--- config.mk ---
export PLATFORM = sky130hd
export DESIGN_NAME = fetchStage
export DESIGN_NICKNAME = d
export VERILOG_FILES = /design/src/rtl/cpuPkg.sv /design/src/rtl/fetchStage.sv
export SDC_FILE = /design/constraint.sdc
export NUM_CORES = 2
export LEC_CHECK = 0
export BUFFER_PORTS_ARGS = -buffer_cell sky130_fd_sc_hd__buf_2
export CELL_PAD_IN_SITES_DETAIL_PLACEMENT = 0
export CELL_PAD_IN_SITES_GLOBAL_PLACEMENT = 2
export CORE_ASPECT_RATIO = 0.7
export CORE_MARGIN = 8
export CORE_UTILIZATION = 40
export DETAILED_ROUTE_END_ITERATION = 8
export GPL_ROUTABILITY_DRIVEN = 0
export PLACE_DENSITY_LB_ADDON = 0.12
export SYNTH_ARGS = -nofsm -noshare
export SYNTH_HDL_FRONTEND = slang
export SYNTH_SLANG_ARGS = --single-unit
--- constraint.sdc ---
create_clock -name clk -period 7.2 [get_ports clk]
set_input_delay 0.72 -clock clk [delete_from_list [all_inputs] [get_ports clk]]
set_output_delay 0.72 -clock clk [all_outputs]
set_load 0.03 [all_outputs]
--- src/rtl/cpuPkg.sv ---
package cpuPkg;

	typedef logic [31:0] dataWord;
	typedef logic [4:0]  regAddr;
	typedef logic [1:0]  stageTime;
	typedef logic [1:0]  bypassSel;

	// Bypass source codes
	localparam bypassSel bypRf  = 2'd0;
	localparam bypassSel bypMem = 2'd1;
	localparam bypassSel bypWb  = 2'd2;

	// Time until used, counted from decode
	localparam stageTime useBranch    = 2'd0;
	localparam stageTime useAlu       = 2'd1;
	localparam stageTime useStoreData = 2'd2;

	// Time until new, counted from execute
	localparam stageTime newNone = 2'd0;
	localparam stageTime newAlu  = 2'd1;
	localparam stageTime newLoad = 2'd2;

	typedef enum logic [2:0] {
		aluAdd,
		aluSub,
		aluAnd,
		aluOr,
		aluSlt,
		aluLui
	} aluOp;

	//////////////////////////////////////////////////////////////
	// Opcodes and R-type function codes
	localparam logic [5:0] opRType = 6'h00;
	localparam logic [5:0] opJ     = 6'h02;
	localparam logic [5:0] opBeq   = 6'h04;
	localparam logic [5:0] opAddiu = 6'h09;
	localparam logic [5:0] opOri   = 6'h0D;
	localparam logic [5:0] opLui   = 6'h0F;
	localparam logic [5:0] opLw    = 6'h23;
	localparam logic [5:0] opSw    = 6'h2B;

	localparam logic [5:0] functAddu = 6'h21;
	localparam logic [5:0] functSubu = 6'h23;
	localparam logic [5:0] functAnd  = 6'h24;
	localparam logic [5:0] functOr   = 6'h25;
	localparam logic [5:0] functSlt  = 6'h2A;

	localparam int imemDepth    = 64;
	localparam int dmemDepth    = 64;
	localparam int imemAddrBits = $clog2(imemDepth);
	localparam int dmemAddrBits = $clog2(dmemDepth);

endpackage

--- src/rtl/fetchStage.sv ---
module fetchStage import cpuPkg::*; (
	input  logic    clk,
	input  logic    rst,
	input  logic    progWe,
	input  dataWord progAddr,
	input  dataWord progData,
	input  logic    stall,
	input  logic    redirect,
	input  dataWord redirectPc,
	output dataWord instrId,
	output dataWord pcId
);

	dataWord pc;
	dataWord nextPc;
	dataWord imem [imemDepth];

	// Program load, byte addressed
	always_ff @(posedge clk) begin
		if (progWe) begin
			imem[progAddr[imemAddrBits+1:2]] <= progData;
		end
	end

	// Branch target from decode, else sequential
	assign nextPc = redirect ? redirectPc : pc + 32'd4;

	//////////////////////////////////////////////////////////////
	// PC and IF/ID register
	always_ff @(posedge clk) begin
		if (rst) begin
			pc      <= '0;
			instrId <= '0;
			pcId    <= '0;
		end else if (!stall) begin
			pc      <= nextPc;
			instrId <= imem[pc[imemAddrBits+1:2]];
			pcId    <= pc;
		end
	end

	progLoadInReset: assert property (@(posedge clk) progWe |-> rst)
		else $error("program load strobe outside reset");

endmodule

Word level (Yosys, flattened, before mapping)
Memory sizes are Yosys's and may differ from the RTL's. A register that Yosys moved wholly into a read port is not among the register bits.
Index checks and enable logic that the tools add are counted.

cells by class
  add/sub/neg operators = 1
  muxes and demuxes = 3
  reduce and logical (&&, ||, !) cells = 1

operators by type and width
  operator                 count
  $add A32 B3 Y32 const B  1
  $mux W32                 1
  $mux W1                  2
  $logic_not A1 Y1         1

word-level totals
  register bits after elaboration = 64
  bits in writable memories = 2048
  bits of input ports = 101
  output and inout port bits = 64
  word-level logic and storage cells = 8
  memories = 1

memory list
  name  depth  bits a word  read ports  clocked after memory_dff  wr ports  RTL line          RTL
  imem  64     32           1           1                         1         fetchStage.sv:16  dataWord imem [imemDepth];

Depth between registers and ports, before layout
  depth after elaboration = 2
  gate-level depth with buffers = 12

Worst setup path after synthesis
Ideal clock, no wire load.

  kind = input port to flip-flop
  from = in progAddr[7]
  to = mem imem[48][0] in the netlist's numbering (enable)
  setup time = 0.461 ns
  data arrival time = 3.597 ns
  data required time = 6.739 ns
  path slack = 3.142 ns
  stages on the path = 4
  buffers on the path = 1
  cell sequence = clkbuf_1 > nand3_1 > or3_1 > nor3_1

RTL lines
  element          RTL line          RTL
  start, declared  fetchStage.sv:5   input dataWord progAddr,
  end, declared    fetchStage.sv:16

Straight into the memory's write port.

==> impl_metrics.tcl <==
set metrics [dict create \
    synth_largest_area_cell "edfxtp_1" \
    cts_hold_buf 0 \
    drtAntennaViolNets 0 \
    synth_area_sq_um 83000 \
    status "complete, but fails checks" \
    syn_nets 4247 \
    clock_latency_ns 0.86 \
    antenna_found_initial 23 \
    violations "capacitance limit, slew limit" \
    ys_ff_latch 2144 \
    die_h_microns 397 \
    rows 140 \
    initial_core_util_pct 40.1 \
    synthSimpleGateAreaFrac_pct 2.50 \
    via_count 42400 \
    synth-async-reset-ratio_pct 0 \
    synthAdderAreaFrac_pct 0.0151 \
    final-setup-viol-count 0 \
    grt_setup_unrepaired "no" \
    synth_top_family_by_area "multiplexers" \
    h-tree-depth 4 \
    synth-edff-count 2048 \
    maxCapViolCount 1 \
    cp.required_ns 7.98 \
    cts-root-buf "clkbuf_16" \
    die_x_microns 560 \
    final_area_sq_um 94100 \
    clock_skew_ns 0.0477 \
    seq_area_frac_synth_pct 76.4 \
    via_per_inst 5.79 \
    yosysWarnings 0 \
    gr-usage-all-layers_pct 21.6 \
    synth_ff_type "edfxtp_1" \
    area_delta_synth_final_pct 13.4 \
    fin_nets 4498 \
    slew_violations 1 \
    ys_top_cells_by_area "edfxtp_1 (74%), mux4_2 (9.1%), mux2_2 (3.3%)" \
    numCtsBuffers 212 \
    synthTopCellsByCount "edfxtp_1 (2048), mux4_2 (335), mux2_2 (242), mux2i_1 (189), nor2_1 (150)" \
    synthMostInstantiatedCell "edfxtp_1" \
    dr.first_iter.drc_count 4835 \
    path_max_fanout 25 \
    critical_path.top_delay_family "compound AO/OA/AOI/OAI gates" \
    worst-path-buf-inv 2 \
    hpwl_microns 137000 \
    synth_xor_area_share_pct 0 \
    min_path_type "in2reg" \
    crit_type "reg2reg" \
    cp_slowest_cell "a2111oi_0" \
    path_cells "buf_4 > nand2b_1 > buf_4 > a211oi_1 > a2111oi_0 > nor4_1 > a31oi_1" \
    wl_per_cell_microns 33.5 \
    leakagePower_uw 0.0288 \
    die-area_sq_um 223000 \
    arrival_ns 4.72 \
    placed_area_sq_um 87500 \
    startpoint "pc[2]$_SDFFE_PP0N_" \
    timing_hold_violations_final 0 \
    cts_sinks 2144 \
    peakVddDrop_mv 0.203 \
    finalSetupTns_ns 0 \
    cts_resized 0 \
    drc_errors 0 \
    dp_cells 6951 \
    synth_top_area_share_pct 74.1 \
    yosysUniqueCellTypes 68 \
    io_pins 165 \
    powerDensity_nw_per_um2 277 \
    muxShareOfSynthArea_pct 14.8 \
    synthCells 4145 \
    syn-mean-instance-area_sq_um 20.0 \
    grt-ovfl-total 0 \
    clk_path_buf_depth 4 \
    regToRegStartpoint "pc[2]$_SDFFE_PP0N_" \
    fin_crit_ns 3.94 \
    drt-pass1-iter-count 5 \
    worstMarginPinSlew_ns 1.48 \
    cts_setup_buffers 0 \
    core_area_sq_um 207000 \
    clk_pin_slew_ns 0.06 \
    synth-compound-area-share_pct 4.49 \
    portBuffers 138 \
    min-delay-start "redirectPc[0]" \
    fin_cells 7326 \
    maxSlewHeadroom_pct -1.26 \
    critPathMaxStageDelay_ns 1.27 \
    crit_path_start_kind "register" \
    final_util_pct 45.4 \
    grt_pass1_vias 41700 \
    cpMostUsedCell "buf_4" \
    max_freq_mhz 254 \
    grt_max_degree 97 \
    grt_pass1_wl_microns 340000 \
    wirelength_microns 246000 \
    cts_tree "done" \
    period_share_pct 54.7 \
    drive_gt1_share_pct 27.6 \
    crit_path_end_kind "register" \
]
[cell type report]
cell class | instances | area, sq um
clock buffer | 276 | 5730
timing repair buffer | 296 | 1970
tap | 2769 | 3460
fill | 17700 | 113000
sequential | 2144 | 63400
multi-input combinational | 1734 | 18600
clock inverter | 94 | 817
inverter | 8 | 30.0
antenna | 5 | 12.5
[metrics by stage]
step / setup slack, ns / hold slack (ns) / power (uW)
global placement: 3.36 / 0.453 / 15600
floorplan: 3.14 / 0.436 / 14900
detailed placement: 3.27 / 0.458 / 15600
CTS: 3.30 / 0.128 / 26400
global route: 3.27 / 0.167 / 26900
finish: 3.26 / 0.198 / 26100
[worst min-delay path, delay by kind of cell]
kind                   cells  cell delay [ns]
buffers and inverters      1             0.11
AO/OA/AOI/OAI              1             0.06
AND/OR/NAND/NOR            1             0.07
[kinds of logic (layout without fill, tap and decap cells)]
kind of cell / after synthesis / in the layout
flip-flops: 2144 / 2144
multiplexers: 770 / 770
AO/OA/AOI/OAI: 530 / 530
AND/OR/NAND/NOR: 433 / 433
buffers and inverters: 267 / 674
adder cells (fa/ha/maj): 1 / 1
other: 0 / 5
[flip-flops by register name, summed over array words and instances (netlist names)]
signal and flops:
instrId 32, imem 2048, pcId 32, pc 32
[path summary, 6_finish.rpt]
check | endpoint | slack, ns | depth (start not counted)
worst max register to register | instrId[7]$_SDFFE_PP0N_ | 3.26 | 7
worst max-delay path | instrId[7]$_SDFFE_PP0N_ | 3.26 | 7
worst min-delay path | pc[0]$_SDFFE_PP0P_ | 0.20 | 3
worst min register to register | pcId[31]$_SDFFE_PP0N_ | 0.46 | 2
[placed cells by master, fill, tap and decap left out, types with 14 or more instances in the layout]
| master | Yosys | final |
|---|---|---|
| nand3_1 | 26 | 26 |
| o22ai_1 | 109 | 109 |
| buf_2 | 78 | 137 |
| bufinv_16 | 0 | 14 |
| clkbuf_1 | 113 | 48 |
| clkbuf_16 | 0 | 214 |
| dfxtp_1 | 96 | 90 |
| nor3_1 | 50 | 47 |
| mux4_2 | 335 | 335 |
| o21ai_0 | 64 | 64 |
| edfxtp_1 | 2048 | 2048 |
| nand2_1 | 79 | 78 |
| nor2_1 | 150 | 86 |
| a31oi_1 | 30 | 30 |
| nor2b_1 | 41 | 38 |
| a22o_1 | 20 | 20 |
| a22oi_1 | 35 | 35 |
| clkinv_1 | 2 | 41 |
| clkinv_2 | 0 | 34 |
| mux2i_1 | 189 | 189 |
| nor4_1 | 23 | 23 |
| o221ai_1 | 30 | 30 |
| nor2_4 | 0 | 62 |
| a211oi_1 | 48 | 48 |
| clkbuf_8 | 0 | 14 |
| a2111oi_0 | 38 | 34 |
| buf_4 | 37 | 152 |
| a221oi_1 | 18 | 18 |
| a21oi_1 | 65 | 65 |
| mux2_2 | 242 | 242 |
[metal layers]
layer,track usage [%],wire (microns),up-vias
met3,3.34,15000,269
met5,0,0,-
li1,-,-,17700
met2,32.7,109000,1402
met1,33.5,118000,23000
met4,3.57,3830,0
[report_power, final]
part | switching (uW) | leakage (uW) | internal, uW | total (uW)
Combinational | 987 | 0.00640 | 514 | 1500
Sequential | 78.6 | 0.0192 | 13800 | 13800
Clock | 4680 | 0.00321 | 6060 | 10700
No activity file was read; power rests on OpenSTA's default activity.
