File: src/rtl/cpuPkg.sv
package cpuPkg;

	typedef logic [31:0] dataWord;
	typedef logic [4:0]  regAddr;
	typedef logic [1:0]  stageTime;
	typedef logic [1:0]  bypassSel;

	// Bypass source codes
	localparam bypassSel bypRf  = 2'd0;
	localparam bypassSel bypMem = 2'd1;
	localparam bypassSel bypWb  = 2'd2;

	// Time until used, counted from decode
	localparam stageTime useBranch    = 2'd0;
	localparam stageTime useAlu       = 2'd1;
	localparam stageTime useStoreData = 2'd2;

	// Time until new, counted from execute
	localparam stageTime newNone = 2'd0;
	localparam stageTime newAlu  = 2'd1;
	localparam stageTime newLoad = 2'd2;

	typedef enum logic [2:0] {
		aluAdd,
		aluSub,
		aluAnd,
		aluOr,
		aluSlt,
		aluLui
	} aluOp;

	//////////////////////////////////////////////////////////////
	// Opcodes and R-type function codes
	localparam logic [5:0] opRType = 6'h00;
	localparam logic [5:0] opJ     = 6'h02;
	localparam logic [5:0] opBeq   = 6'h04;
	localparam logic [5:0] opAddiu = 6'h09;
	localparam logic [5:0] opOri   = 6'h0D;
	localparam logic [5:0] opLui   = 6'h0F;
	localparam logic [5:0] opLw    = 6'h23;
	localparam logic [5:0] opSw    = 6'h2B;

	localparam logic [5:0] functAddu = 6'h21;
	localparam logic [5:0] functSubu = 6'h23;
	localparam logic [5:0] functAnd  = 6'h24;
	localparam logic [5:0] functOr   = 6'h25;
	localparam logic [5:0] functSlt  = 6'h2A;

	localparam int imemDepth    = 64;
	localparam int dmemDepth    = 64;
	localparam int imemAddrBits = $clog2(imemDepth);
	localparam int dmemAddrBits = $clog2(dmemDepth);

endpackage

File: src/rtl/executeStage.sv
module executeStage import cpuPkg::*; (
	input  logic     clk,
	input  logic     rst,
	input  regAddr   rsEx,
	input  regAddr   rtEx,
	input  regAddr   dstEx,
	input  stageTime rsUseEx,
	input  stageTime rtUseEx,
	input  stageTime dstNewEx,
	input  aluOp     opEx,
	input  logic     useImmEx,
	input  logic     loadEx,
	input  logic     storeEx,
	input  dataWord  rsValEx,
	input  dataWord  rtValEx,
	input  dataWord  immEx,
	input  dataWord  pcEx,
	input  bypassSel aluIn0Sel,
	input  bypassSel aluIn1Sel,
	input  dataWord  memFwdData,
	input  dataWord  wbData,
	output regAddr   rsMem,
	output regAddr   rtMem,
	output regAddr   dstMem,
	output stageTime rtUseMem,
	output stageTime dstNewMem,
	output logic     loadMem,
	output logic     storeMem,
	output dataWord  aluOutMem,
	output dataWord  storeDataMem,
	output dataWord  pcMem
);

	dataWord aluIn0, rtFwd, aluIn1, aluOut;

	assign aluIn0 = (aluIn0Sel == bypMem) ? memFwdData : (aluIn0Sel == bypWb) ? wbData : rsValEx;
	assign rtFwd  = (aluIn1Sel == bypMem) ? memFwdData : (aluIn1Sel == bypWb) ? wbData : rtValEx;
	assign aluIn1 = useImmEx ? immEx : rtFwd;

	always_comb begin
		case (opEx)
			aluSub:  aluOut = aluIn0 - aluIn1;
			aluAnd:  aluOut = aluIn0 & aluIn1;
			aluOr:   aluOut = aluIn0 | aluIn1;
			aluSlt:  aluOut = {31'd0, $signed(aluIn0) < $signed(aluIn1)};
			aluLui:  aluOut = {aluIn1[15:0], 16'h0};
			default: aluOut = aluIn0 + aluIn1;
		endcase
	end

	//////////////////////////////////////////////////////////////
	// EX/Mem register
	always_ff @(posedge clk) begin
		if (rst) begin
			rsMem     <= '0;
			rtMem     <= '0;
			dstMem    <= '0;
			rtUseMem  <= useBranch;
			dstNewMem <= newNone;
			loadMem   <= 1'b0;
			storeMem  <= 1'b0;
		end else begin
			rsMem     <= rsEx;
			rtMem     <= rtEx;
			dstMem    <= dstEx;
			rtUseMem  <= rtUseEx;
			dstNewMem <= (dstNewEx == newNone) ? newNone : dstNewEx - 2'd1;
			loadMem   <= loadEx;
			storeMem  <= storeEx;
		end
	end

	always_ff @(posedge clk) begin
		aluOutMem    <= aluOut;
		storeDataMem <= rtFwd;
		pcMem        <= pcEx;
	end

	// Decode-only sources never need an execute bypass
	bypassOnlyForUsedRs: assert property (@(posedge clk) disable iff (rst)
		(aluIn0Sel != bypRf) |-> (rsUseEx != useBranch))
		else $error("execute bypass on a source consumed in decode");

endmodule

File: config.mk
export PLATFORM = sky130hd
export DESIGN_NAME = executeStage
export DESIGN_NICKNAME = d
export VERILOG_FILES = /design/src/rtl/cpuPkg.sv /design/src/rtl/executeStage.sv
export SDC_FILE = /design/constraint.sdc
export NUM_CORES = 1
export LEC_CHECK = 0
export BUFFER_PORTS_ARGS = -buffer_cell sky130_fd_sc_hd__buf_2
export CAP_MARGIN = 25
export CORE_ASPECT_RATIO = 1.2
export CORE_MARGIN = 2
export CORE_UTILIZATION = 47
export CTS_CLUSTER_DIAMETER = 40
export DETAILED_ROUTE_END_ITERATION = 16
export PLACE_DENSITY = 0.82
export SYNTH_ARGS = -nofsm -noshare
export SYNTH_HDL_FRONTEND = slang
export SYNTH_SLANG_ARGS = --single-unit
File: constraint.sdc
create_clock -name clk -period 3.85 [get_ports clk]
set_input_delay 0.1925 -clock clk [delete_from_list [all_inputs] [get_ports clk]]
set_output_delay 0.1925 -clock clk [all_outputs]
set_load 0.005 [all_outputs]
---- Word level (Yosys, flattened, before mapping) ----
Cells that the tools add are included.
operators by class
  bitwise operators ....................... 2
  reduce and logical (&&, ||, !) cells .... 2
  magnitude comparators ................... 1
  add/sub/neg operators ................... 3
  equal/unequal tests ..................... 9
  muxes and demuxes ....................... 6
operators by type and width
  cell                 number
  $mux 32              5
  $pmux 32 s5          1
  $add 32x32->32       1
  $and 32x32->32       1
  $lt 32x32->1         1
  $or 32x32->32        1
  $sub 32x32->32       1
  $eq 3x2->1 const B   2
  $eq 3x3->1 const B   2
  $eq 2x1->1 const B   2
  $eq 2x2->1 const B   2
  $eq 3x1->1 const B   1
  $logic_not 2->1      1
  $reduce_or 2->1      1
  $sub 2x1->2 const B  1
storage, ports and cells
  bits in registers ....................... 117
  logic and storage cells ................. 33
  bits of input ports ..................... 225
  output and inout bits ................... 117

---- Depth between registers and ports, before layout ----
  depth in word-level cells ............... 6
  gate-level depth with buffers ........... 20
  gate-level depth less buffers ........... 17

---- Worst setup path before layout ----
No wires, ideal clock.
  path kind ............................... in2reg
  start ................................... in aluIn1Sel[1]
  end ..................................... reg aluOutMem[20]
  slack ................................... -365 ps
  required time ........................... 3721 ps
  stages .................................. 18
  data arrival time ....................... 4086 ps
  library setup time ...................... 129 ps
  path buffers ............................ 3
  path through ............................ buf_2 buf_2 buf_2 mux2_2 o21ai_0 nor2_1 a21oi_1 inv_1 ha_1 fa_1 nor2b_1 o211ai_2 a31oi_4 a311oi_4 o21ai_4 a31o_1 a2111oi_2 a21oi_1
between the ends
  word-level cells in the longest chain between the ends .. 6
  elaborated cells on any way between the ends .. 10
  classes of those cells .................. add/sub: 2; eq/ne: 2; mux: 4; bitwise: 2
ends and longest elaborated chain
  element                                       line                RTL
  start: declaration                            executeStage.sv:19  input bypassSel aluIn1Sel,
  $eq 2x2->1                                    executeStage.sv:37  assign rtFwd = (aluIn1Sel == bypMem) ? memFwdData : (aluIn1Sel == bypWb) ? wbData : rtValEx;
  $mux 32                                       executeStage.sv:37
  $mux 32 *                                     executeStage.sv:37
  $mux 32 *                                     executeStage.sv:38  assign aluIn1 = useImmEx ? immEx : rtFwd;
  $add 32x32->32, or another cell as far along  executeStage.sv:47  default: aluOut = aluIn0 + aluIn1;
  $pmux 32 s5 *                                 executeStage.sv:41  case (opEx)
  via aluOut[20]                                executeStage.sv:34  dataWord aluIn0, rtFwd, aluIn1, aluOut;
  end signal: assignment                        executeStage.sv:74  aluOutMem <= aluOut;
  end: declaration                              executeStage.sv:29  output dataWord aluOutMem,
Mark *: on every way through the listed nets, which the timed path passes. The rest lies on a longest branch.
A chain may end at the register's enable or synchronous reset.

---- Worst setup path after layout ----
  start ................................... in aluIn1Sel[1]
  end ..................................... reg aluOutMem[30]
The elaborated chain is that of the path after synthesis.

==> metrics.cfg <==
[timing]
setup_viol=0
finalCritPeriodShare_pct=93.4
tightestPinTransition_ns=0.789
rsz0062_at_grt=false
fmax_ghz=0.278
whs_ns=-0.00858
slew_headroom_pct=47.2
slew_violations=0
hold_viol_final=1
fin_crit_ns=3.59

[power_and_ir_drop]
cell_internal_pwr_mw=3.44
power_switching_mw=2.13
p_per_area_nw_per_um2=382
peakVddDrop_v=0.000404
seq_power_share_pct=25.4
sw_frac_of_total_pct=38.2
comb_power_share_pct=45.4
leakage_nw=7.41
p_clk_share_pct=29.2

[cells_and_area]
drive_gt1_share_pct=34.8
final_nets=2181
areaGrowthSynthToFinish_pct=41.4
stdcell_count=2155

[drt]
drt-wirelength-per-cell_um=20.6
drc_errors=0
vias_per_cell=5.79
wl_mm=44.5
vias=12500
drt_iter0_drc=1029
first_pass_iters=7
drtAntennaViolNets=0

[clock_network]
cts_inserted_buffers=17
root_buffer=clkbuf_16
cts-resized-gates=0
tritoncts=yes
cts_max_level=4
post_cts_buffers=0
clock_path_buffers=2
hold_buffers=45
cts_sinks=117
clkSlewWorstSetupHoldPaths_ns=0.07

[placed_design]
routabilityCongestion=1.04
dpl.cell_count=2065
port_buffers=339
dp_hpwl_mm=34.6

[yosys]
synth_compound_area_share_pct=27.1
yosys-top-cells-count=138 x nand2_1, 134 x inv_1, 117 x dfxtp_1, 111 x a21oi_1, 99 x o21ai_0
ys_seq_area_share_pct=22.7
synth_top_family_by_area=compound AO/OA/AOI/OAI gates
syn_area_um2=10300
synthMuxAreaShare_pct=13.8
synth_flop_cell=dfxtp_1
ys_ff_latch=117
synth-edff-count=0
synth_cells=1342
synthAdderAreaFrac_pct=12.3
synth_top_area_cell=dfxtp_1
synthXorXnorAreaFrac_pct=0.595
synth.distinct_cells=83
synth_fp_nets=1667
synth.most_common_cell=nand2_1
yosys_warnings=0
synth_top_area_share_pct=22.7
synth_area_leaders=dfxtp_1 23%, ha_1 12%, mux2_2 7.1%
synthArstFlopShare_pct=0
yosys.area_share.simple_pct=15.6
avgSynthCellArea_um2=7.68

[grt]
grt.met1_usage_pct=44.8
grt_use_total_pct=36.7
grt_pass1_vias=12100
grtUsageMet2_pct=60.1
grt_overflow=0
antenna_found_initial=14
busiest_layer=met2
grt_use_met3_pct=8.85
grt_first_pass_wirelength_mm=66.4
grt_max_degree=27

[setup_path]
end_kind=flip-flop
path_max_fanout=14
cp.arrival_ns=3.91
required_ns=4.17
critPathKind=input port to flip-flop
start_kind=input port

[floorplanning]
core_um2=21600
die-height_um=166
die_w_um=139
start_util_pct=47.7
fp.dieArea_um2=23100
boundaryPins=342
rows=59

[job]
cap_violations=0

[status]
status=finished, violations left
violations=negative hold slack

[worst_hold_path]
worst_hold_path_type=input port to flip-flop

power groups by stage:
stage	clock (mW)	combinational, mW	sequential [mW]
2_1_floorplan	0	1.32	1.45
3_3_place_gp	0	2.37	1.43
3_5_place_dp	0	2.40	1.43
4_1_cts	1.64	2.46	1.41
5_1_grt	1.69	2.72	1.42
6_report	1.63	2.53	1.41
kinds of logic (layout without fill, tap and decap cells):
group / Yosys count / count (layout)
AOI/OAI and AO/OA: 420 / 420
xor gates and xnor gates: 7 / 7
adders and majority gates: 100 / 100
buffers and inverters: 212 / 739
DFF: 117 / 117
muxes: 134 / 134
other: 0 / 12
and+or+nand+nor: 352 / 352
path summary, 6_finish.rpt:
path / startpoint / depth (start not counted) / endpoint
max: aluIn1Sel[1] / 17 / aluOutMem[30]
min: dstEx[2] / 2 / dstMem[2]
placed cells by master, fill, tap and decap left out, drive strengths merged, types with 5 or more instances in the layout:
cell,n
o21a,45
o21ai,108
ha,98
o21bai,10
nand2,138
and3,6
clkbuf,18
a21o,15
dfxtp,117
o221ai,9
a31oi,14
o211ai,11
and2,6
a22oi,6
dlygate4sd3,46
a211oi,7
a2111oi,7
nand2b,15
nor2b,37
mux2i,69
o31ai,5
buf,526
nor2,93
nor3,19
inv,141
nand3,10
a21oi,111
mux2,65
diode,12
or3,6
o22ai,25
worst max-delay path, stage by stage:
cell,delay [ns]
buf_4,0.19
buf_4,0.30
buf_4,0.28
mux2_2,0.36
o21ai_0,0.33
o21a_1,0.24
ha_1,0.30
and3b_1,0.19
and2_1,0.15
a21oi_1,0.28
o21ai_0,0.18
a21o_1,0.19
a31oi_1,0.19
o21ai_0,0.15
a21oi_1,0.17
o21ai_1,0.08
buf_4,0.13
cell type report:
type | count | area, µm²
Multi-Input combinational cell | 1013 | 7170
Fill cell | 1793 | 7050
Timing Repair Buffer | 572 | 3600
Sequential cell | 117 | 2340
Inverter | 135 | 507
Clock buffer | 18 | 439
Tap cell | 274 | 343
Clock inverter | 14 | 144
Antenna cell | 12 | 30.0
layer usage:
metal | up-vias | wire length (µm)
li1 | 5748 | -
met1 | 5789 | 17200
met2 | 756 | 20400
met3 | 178 | 4290
met4 | 4 | 2630
met5 | - | 31
flip-flops by register name (all words and copies together), names as in the netlist:
name / cells
rtUseMem: 2
storeMem: 1
aluOutMem: 32
dstNewMem: 2
rtMem: 5
loadMem: 1
pcMem: 32
rsMem: 5
storeDataMem: 32
dstMem: 5
stage by stage:
stage / instance area, µm² / setup WS, ns / TNS, ns / total power [mW] / util (%)
after global placement: 13500 / -0.0184 / -0.0184 / 3.80 / 62.4
after CTS: 14500 / 0.341 / 0 / 5.51 / 67.2
after detailed placement: 13500 / -0.0808 / -0.176 / 3.84 / 62.4
final: 14600 / 0.255 / 0 / 5.56 / 67.4
after global routing: 14600 / 0.00886 / 0 / 5.83 / 67.4
after floorplan: 10300 / 0.000409 / 0 / 2.77 / -
(Power assumes the default switching activity.)
