--- config.mk ---
export PLATFORM = sky130hd
export DESIGN_NAME = hazardUnit
export DESIGN_NICKNAME = d
export VERILOG_FILES = /design/src/rtl/cpuPkg.sv /design/src/rtl/hazardUnit.sv
export SDC_FILE = /design/constraint.sdc
export NUM_CORES = 1
export LEC_CHECK = 0
export ABC_AREA = 1
export BUFFER_PORTS_ARGS = -buffer_cell sky130_fd_sc_hd__buf_2
export CORE_MARGIN = 5
export CORE_UTILIZATION = 47
export DETAILED_ROUTE_END_ITERATION = 8
export PLACE_DENSITY = 0.85
export SYNTH_ARGS = -nofsm -noshare
export SYNTH_HDL_FRONTEND = slang
export SYNTH_SLANG_ARGS = --single-unit
--- constraint.sdc ---
create_clock -name vclk -period 1
set_input_delay 0.1 -clock vclk [all_inputs]
set_output_delay 0.1 -clock vclk [all_outputs]
set_load 0.005 [all_outputs]
--- src/rtl/cpuPkg.sv ---
package cpuPkg;

	typedef logic [31:0] dataWord;
	typedef logic [4:0]  regAddr;
	typedef logic [1:0]  stageTime;
	typedef logic [1:0]  bypassSel;

	// Bypass source codes
	localparam bypassSel bypRf  = 2'd0;
	localparam bypassSel bypMem = 2'd1;
	localparam bypassSel bypWb  = 2'd2;

	// Time until used, counted from decode
	localparam stageTime useBranch    = 2'd0;
	localparam stageTime useAlu       = 2'd1;
	localparam stageTime useStoreData = 2'd2;

	// Time until new, counted from execute
	localparam stageTime newNone = 2'd0;
	localparam stageTime newAlu  = 2'd1;
	localparam stageTime newLoad = 2'd2;

	typedef enum logic [2:0] {
		aluAdd,
		aluSub,
		aluAnd,
		aluOr,
		aluSlt,
		aluLui
	} aluOp;

	//////////////////////////////////////////////////////////////
	// Opcodes and R-type function codes
	localparam logic [5:0] opRType = 6'h00;
	localparam logic [5:0] opJ     = 6'h02;
	localparam logic [5:0] opBeq   = 6'h04;
	localparam logic [5:0] opAddiu = 6'h09;
	localparam logic [5:0] opOri   = 6'h0D;
	localparam logic [5:0] opLui   = 6'h0F;
	localparam logic [5:0] opLw    = 6'h23;
	localparam logic [5:0] opSw    = 6'h2B;

	localparam logic [5:0] functAddu = 6'h21;
	localparam logic [5:0] functSubu = 6'h23;
	localparam logic [5:0] functAnd  = 6'h24;
	localparam logic [5:0] functOr   = 6'h25;
	localparam logic [5:0] functSlt  = 6'h2A;

	localparam int imemDepth    = 64;
	localparam int dmemDepth    = 64;
	localparam int imemAddrBits = $clog2(imemDepth);
	localparam int dmemAddrBits = $clog2(dmemDepth);

endpackage

--- src/rtl/hazardUnit.sv ---
module hazardUnit import cpuPkg::*; (
	input  regAddr   rsId,
	input  regAddr   rtId,
	input  stageTime rsUseId,
	input  stageTime rtUseId,
	input  regAddr   rsEx,
	input  regAddr   rtEx,
	input  stageTime rsUseEx,
	input  stageTime rtUseEx,
	input  regAddr   dstEx,
	input  stageTime dstNewEx,
	input  regAddr   rtMem,
	input  stageTime rtUseMem,
	input  regAddr   dstMem,
	input  stageTime dstNewMem,
	input  regAddr   wbReg,
	input  logic     wbEn,
	output logic     stall,
	output bypassSel rsSelId,
	output bypassSel rtSelId,
	output bypassSel aluIn0Sel,
	output bypassSel aluIn1Sel,
	output logic     storeSel
);

	// Value is needed before the producer can deliver it
	function automatic logic mustWait(regAddr src, stageTime useTime);
		logic waitEx, waitMem;
		waitEx  = (src == dstEx) && (useTime < dstNewEx);
		waitMem = (src == dstMem) && (useTime < dstNewMem);
		return (src != '0) && (waitEx || waitMem);
	endfunction

	// Youngest match wins, an unready Mem match leaves the stale value
	function automatic bypassSel pickSource(regAddr src);
		if (src == '0) begin
			return bypRf;
		end
		if (src == dstMem) begin
			return (dstNewMem == newNone) ? bypMem : bypRf;
		end
		if (wbEn && src == wbReg) begin
			return bypWb;
		end
		return bypRf;
	endfunction

	assign stall     = mustWait(rsId, rsUseId) || mustWait(rtId, rtUseId);
	assign rsSelId   = pickSource(rsId);
	assign rtSelId   = pickSource(rtId);
	assign aluIn0Sel = (rsUseEx != useBranch) ? pickSource(rsEx) : bypRf;
	assign aluIn1Sel = (rtUseEx != useBranch) ? pickSource(rtEx) : bypRf;

	// Store data fixed up from a load that has just reached WB
	assign storeSel = (rtUseMem == useStoreData) && wbEn && (rtMem != '0) && (rtMem == wbReg);

	// Stall must have let a Mem producer finish before an ALU operand needs it
	always_comb begin
		assert (dstMem == '0 || dstNewMem == newNone
			|| !((rsUseEx == useAlu && rsEx == dstMem) || (rtUseEx == useAlu && rtEx == dstMem)))
			else $error("execute operand bypass from a Mem stage value that is not ready");
	end

endmodule

==> results.sh, run 1 <==
export IMPL_status="aborted with a tool error"
export IMPL_failed_stage="global routing"
export IMPL_stop_error="[ERROR GRT-0232] Routing congestion too high. Check the congestion heatmap in the GUI."
export IMPL_grt_use_total=0.751
export IMPL_synth_top_cell_area_share=0.220
export IMPL_synth_area_leaders="nand2_1 22%, inv_1 10%, xnor2_1 9.5%, nor2_1 7.8%, xor2_1 7.1%"
export IMPL_die_w_um=58.5
export IMPL_grt_max_degree=7
export IMPL_dp_hpwl_um=3310
export IMPL_synth_cell_type_count=28
export IMPL_avgSynthCellArea_um2=5.13
export IMPL_netlist_instances=216
export IMPL_worstEpCategory="output port"
export IMPL_syn_cell_area_um2=1110
export IMPL_yosysSeqAreaShare=0
export IMPL_synth_warnings=0
export IMPL_port_buffers=65
export IMPL_dp_slack_ns=-0.150
export IMPL_fp_dieH_um=58.5
export IMPL_grt_overflow_total=147
export IMPL_place_congestion=0.938
export IMPL_yosysTopAreaCell="nand2_1"
export IMPL_grt_worst_endpoint="stall"
export IMPL_ios=65
export IMPL_rows=17
export IMPL_synth_nets=275
export IMPL_initial_utilization=0.496
export IMPL_synthTopCellsByCount="65 x nand2_1, 30 x inv_1, 23 x nor2_1"
export IMPL_yosysMostFrequentCell="nand2_1"
cell families after synthesis:
| logic type | after synthesis | synth area share |
|---|---|---|
| AO/OA/AOI/OAI | 22 | 0.120 |
| XOR/XNOR | 21 | 0.166 |
| adder cells (fa/ha/maj) | 4 | 0.0452 |
| buffers and inverters | 40 | 0.140 |
| AND/OR/NAND/NOR | 129 | 0.529 |
per-stage QoR:
step | utilization | hold slack [ns] | TNS, ns | instances | instance area, um^2
2_1_floorplan | - | 0.305 | 0 | 216 | 1110
3_3_place_gp | 0.705 | 0.535 | -0.459 | 322 | 1580
3_5_place_dp | 0.705 | 0.538 | -0.512 | 322 | 1580
4_1_cts | 0.820 | 0.540 | -0.137 | 324 | 1830
what timing repair did:
action / 4_1_cts
resized for setup: 72
cloned: 0
buffers inserted: 2
setup endpoints to repair: 9
hold buffers: 0
pin swaps: 28
metal layers:
metal,global-route usage,overflow
met1,0.694,0
met2,1.01,91
met3,0.441,4
met4,0.987,52
met5,0,0
==> run 2: changes to the inputs <==
--- a/config.mk
+++ b/config.mk
@@ -7,10 +7,10 @@
 export LEC_CHECK = 0
 export ABC_AREA = 1
 export BUFFER_PORTS_ARGS = -buffer_cell sky130_fd_sc_hd__buf_2
-export CORE_MARGIN = 5
-export CORE_UTILIZATION = 47
+export CORE_AREA = 5 5 66 68
 export DETAILED_ROUTE_END_ITERATION = 8
-export PLACE_DENSITY = 0.85
+export DIE_AREA = 0 0 71 73
+export PLACE_DENSITY_LB_ADDON = 0.15
 export SYNTH_ARGS = -nofsm -noshare
 export SYNTH_HDL_FRONTEND = slang
 export SYNTH_SLANG_ARGS = --single-unit
==> run 2 against run 1 <==
  * The flow now finishes, with violations (negative setup slack)
  * Synthesized cell count unchanged
  * Area after synthesis unchanged
==> results.sh, run 2 <==
export IMPL_grt_max_degree=7
export IMPL_place_congestion=0.850
export IMPL_final_antenna_net_count=0
export IMPL_antenna_found_initial=0
export IMPL_nClkBuffers=0
export IMPL_area_growth_syn_to_layout_pct=91.4
export IMPL_coreArea_um2=3800
export IMPL_seq_cells=0
export IMPL_grt_setup_unrepaired="yes"
export IMPL_crit_type="input pin to output port"
export IMPL_vdd_drop_max_uv=180
export IMPL_synth_warnings=0
export IMPL_synth_cell_type_count=28
export IMPL_avgSynthCellArea_um2=5.13
export IMPL_drt_iter0_markers=51
export IMPL_failed_checks="negative setup slack"
export IMPL_p_int_uw=439
export IMPL_setup_slack_ns=-0.0812
export IMPL_vias=1663
export IMPL_synthTopCellsByCount="65 x nand2_1, 30 x inv_1, 23 x nor2_1"
export IMPL_p_leak_uw=0.00108
export IMPL_worstMarginPinSlew_ns=0.216
export IMPL_grt_overflow_total=0
export IMPL_rows=23
export IMPL_wirelength_um=4730
export IMPL_wl_per_cell_um=13.6
export IMPL_dp_slack_ns=-0.169
export IMPL_route_detailed_drc=0
export IMPL_synth_nets=275
export IMPL_fin_crit_ns=1.08
export IMPL_nNetsFinal=358
export IMPL_insertedDiodeCount=0
export IMPL_grt_pass1_wl_um=7260
export IMPL_switchingPower_uw=436
export IMPL_final_common_cell="nand2_1"
export IMPL_ios=65
export IMPL_die_w_um=71
export IMPL_critPathMaxFanout=2
export IMPL_netlist_instances=216
export IMPL_fp_dieH_um=73
export IMPL_hold_violations=0
export IMPL_fin_crit_sh=1.08
export IMPL_synth_area_leaders="nand2_1 22%, inv_1 10%, xnor2_1 9.5%, nor2_1 7.8%, xor2_1 7.1%"
export IMPL_cp_start_kind="input pin"
export IMPL_syn_cell_area_um2=1110
export IMPL_max_freq_mhz=925
export IMPL_yosysSeqAreaShare=0
export IMPL_port_buffers=65
export IMPL_hold_class="input pin to output port"
export IMPL_switching_share=0.498
export IMPL_yosysTopAreaCell="nand2_1"
export IMPL_grt_pass1_vias=1548
export IMPL_p_clk_frac=0
export IMPL_drive_above_1_share=0.522
export IMPL_required_ns=0.90
export IMPL_setup_tns_ns=-0.218
export IMPL_arrival_ns=0.98
export IMPL_place_area_um2=1620
export IMPL_dp_hpwl_um=3680
export IMPL_initial_utilization=0.292
export IMPL_final_cell_mix="49 x nand2_1, 39 x buf_2, 21 x nor2_1, 21 x buf_4, 17 x inv_1"
export IMPL_fin_area_um2=2120
export IMPL_slew_violations=0
export IMPL_cap_violations=0
export IMPL_power_frac_seq=0
export IMPL_endpoint_kind="output port"
export IMPL_grt_use_total=0.170
export IMPL_fin_util=0.558
export IMPL_combPwrFrac=1.000
export IMPL_status="finished, violations left"
export IMPL_powerDensity_nw_per_um2=413
export IMPL_synth_top_cell_area_share=0.220
export IMPL_firstDrtPassIters=4
export IMPL_fillers=407
export IMPL_yosysMostFrequentCell="nand2_1"
export IMPL_viasPerCell=4.79
export IMPL_dieArea_um2=5180
export IMPL_setup_viol_count_final=4
export IMPL_max_slew_margin=0.855
export IMPL_ff_latch_area_um2=0
==> run 2: cell counts after synthesis <==
Identical to the previous run, type by type.
==> run 2: power groups by stage <==
stage / Combinational (uW) / Sequential (uW) / Clock, uW
2_1_floorplan: 320 / 0 / 0
3_3_place_gp: 627 / 0 / 0
3_5_place_dp: 626 / 0 / 0
4_1_cts: 736 / 0 / 0
5_1_grt: 960 / 0 / 0
6_report: 875 / 0 / 0
==> run 2: cell families (layout without fill, tap and decap cells) <==
group,count (synthesis),in the layout,share of synthesized area
xor gates and xnor gates,21,21,0.166
AOI/OAI and AO/OA,22,22,0.120
and+or+nand+nor,129,129,0.529
buffers and inverters,40,121,0.140
adders and majority gates,4,4,0.0452
==> run 2: metrics by stage <==
step / hold WS, ns / power, uW / instances
finish: 0.538 / 875 / 347
global route: 0.560 / 960 / 347
CTS: 0.544 / 736 / 346
detailed placement: 0.541 / 626 / 345
global placement: 0.545 / 627 / 345
floorplan: 0.305 / 320 / 216
==> run 2: area by class of cell <==
class              count  area, um^2  area share
inverters             36         160      0.0756
multi-input cells    176        1210       0.570
well taps             50        62.6      0.0295
repair buffers        85         688       0.325
==> run 2: timing repair <==
action	CTS	global route
gates resized for setup	63	76
setup buffers	1	1
cloned	0	0
endpoints found under the setup margin	8	10
pin swaps	27	39
hold buffers	0	0
==> run 2: per-layer routing <==
layer / GRT usage / vias up / routed length [um]
met1: 0.217 / 742 / 2020
li1: - / 855 / -
met3: 0.0220 / 10 / 238
met5: 0 / - / 0
met2: 0.308 / 56 / 2360
met4: 0.0313 / 0 / 110
==> run 2: worst paths after layout <==
| kind | startpoint | cells past startpoint | end | slack (ns) |
|---|---|---|---|---|
| max | dstNewEx[1] | 10 | stall | -0.08 |
| min | rtUseMem[0] | 5 | storeSel | 0.54 |
==> run 2: worst max-delay path: stages <==
cell	delay [ns]
buf_8	0.08
inv_8	0.03
ha_4	0.14
o21bai_1	0.15
a21oi_2	0.10
nand3_1	0.08
nand2_1	0.07
nand2_1	0.06
nand2_1	0.07
buf_2	0.10
Note: power is estimated with default switching activity, not from simulation.
==> run 3: changes to the inputs <==
--- a/config.mk
+++ b/config.mk
@@ -6,10 +6,12 @@
 export NUM_CORES = 1
 export LEC_CHECK = 0
 export ABC_AREA = 1
-export BUFFER_PORTS_ARGS = -buffer_cell sky130_fd_sc_hd__buf_2
-export CORE_AREA = 5 5 66 68
+export CELL_PAD_IN_SITES_DETAIL_PLACEMENT = 1
+export CELL_PAD_IN_SITES_GLOBAL_PLACEMENT = 2
+export CORE_MARGIN = 5
+export CORE_UTILIZATION = 30
 export DETAILED_ROUTE_END_ITERATION = 8
-export DIE_AREA = 0 0 71 73
+export DONT_BUFFER_PORTS = 1
 export PLACE_DENSITY_LB_ADDON = 0.15
 export SYNTH_ARGS = -nofsm -noshare
 export SYNTH_HDL_FRONTEND = slang
==> run 3 against run 2 <==
  * The run now ends clean
  * Worst hold slack lost 0.22 ns
  * Routed wire length shrank 1.1%
  * Clock-buffer cell count is the same
  * Final cell count decreased by 25%
  * First-iteration DRC count down 51%
  * Fmax is 9.8% higher
  * Critical endpoint unchanged
  * Highest routed layer unchanged
==> results.sh, run 3 (synthesis results as in run 2) <==
export IMPL_max_freq_mhz=1020
export IMPL_wl_per_cell_um=18.0
export IMPL_worstMarginPinSlew_ns=0.267
export IMPL_placed_cells=260
export IMPL_cap_violations=0
export IMPL_p_leak_uw=0.000595
export IMPL_design_power_total_uw=400
export IMPL_insertedDiodeCount=0
export IMPL_crit_type="input pin to output port"
export IMPL_hold_class="input pin to output port"
export IMPL_endpoint_kind="output port"
export IMPL_whs_path_depth=2
export IMPL_fin_area_um2=1210
export IMPL_viasPerCell=5.28
export IMPL_place_congestion=0.825
export IMPL_grt_setup_unrepaired="yes"
export IMPL_final_cell_mix="65 x nand2_1, 28 x inv_1, 23 x nor2_1"
export IMPL_seq_cells=0
export IMPL_final_antenna_net_count=0
export IMPL_wirelength_um=4680
export IMPL_grt_pass1_wl_um=7560
export IMPL_area_growth_syn_to_layout_pct=9.49
export IMPL_vias=1374
export IMPL_ff_latch_area_um2=0
export IMPL_finalNonFillerCells=260
export IMPL_rows=22
export IMPL_critPathMaxFanout=2
export IMPL_hold_slack_ns=0.320
export IMPL_grt_pass1_vias=1531
export IMPL_grt_max_degree=7
export IMPL_drt_iter0_markers=25
export IMPL_slew_violations=0
export IMPL_powerDensity_nw_per_um2=330
export IMPL_arrival_ns=0.88
export IMPL_fp_dieH_um=70.8
export IMPL_grt_overflow_total=0
export IMPL_dp_hpwl_um=4070
export IMPL_coreArea_um2=3610
export IMPL_vdd_drop_max_uv=103
export IMPL_postCtsSetupRepairBufs=0
export IMPL_max_slew_margin=0.821
export IMPL_nNetsFinal=273
export IMPL_antenna_found_initial=0
export IMPL_die_w_um=70.8
export IMPL_fillers=508
export IMPL_route_detailed_drc=0
export IMPL_required_ns=0.90
export IMPL_port_buffers=0
export IMPL_setup_viol_count_final=0
export IMPL_dieArea_um2=5010
export IMPL_place_area_um2=1150
export IMPL_nClkBuffers=0
export IMPL_cp_start_kind="input pin"
export IMPL_hold_buffers=0
export IMPL_setup_tns_ns=0
export IMPL_drive_above_1_share=0.113
export IMPL_grt_use_total=0.185
export IMPL_status="finished, final reports clean"
export IMPL_hold_violations=0
export IMPL_initial_utilization=0.307
export IMPL_fin_crit_sh=0.985
export IMPL_ios=65
export IMPL_firstDrtPassIters=4
export IMPL_final_common_cell="nand2_1"
export IMPL_fin_crit_ns=0.985
[run 3: cell count changes in the layout (fill, tap and decap cells not counted), sizes merged]
cell	delta
buf	-85
inv	-1
clkinvlp	+1
[run 3: what timing repair did]
action                                  4_1_cts  5_1_grt
pin swaps                                     5        3
endpoints found under the setup margin        1        2
gates resized for setup                       9        2
[run 3: final timing paths]
check / startpoint / to / slack, ns
worst max-delay path: dstNewMem[1] / stall / 0.02
worst min-delay path: wbEn / aluIn0Sel[1] / 0.32
[run 3: area by class of cell]
| cell class | count | area, um^2 | area share |
|---|---|---|---|
| Inverter | 36 | 139 | 0.115 |
| Multi-Input combinational cell | 176 | 1010 | 0.836 |
| Tap cell | 48 | 60.1 | 0.0495 |
[run 3: where the power goes]
| part | switching, uW | internal, uW |
|---|---|---|
| clock network | 0 | 0 |
| logic | 215 | 185 |
| registers | 0 | 0 |
| total | 215 | 185 |
[run 3: stage by stage]
stage | utilization | worst slack (ns)
4_1_cts | 0.333 | 0.00367
3_5_place_dp | 0.318 | -0.0577
3_3_place_gp | 0.318 | 0.0302
2_1_floorplan | - | 0.106
5_1_grt | 0.336 | -0.0550
6_report | 0.336 | 0.0153
[run 3: metal layers]
metal  routed length (um)  global-route usage
met5                    0                   0
met4                   46              0.0188
met3                  394              0.0455
met2                 2470               0.373
met1                 1760               0.196
[run 3: worst max-delay path: stages]
cell and delay [ns]:
clkinvlp_4 0.10, ha_4 0.23, a21oi_2 0.14, nand4_1 0.11, nand2_1 0.08, nand2_1 0.05, nand2_1 0.08
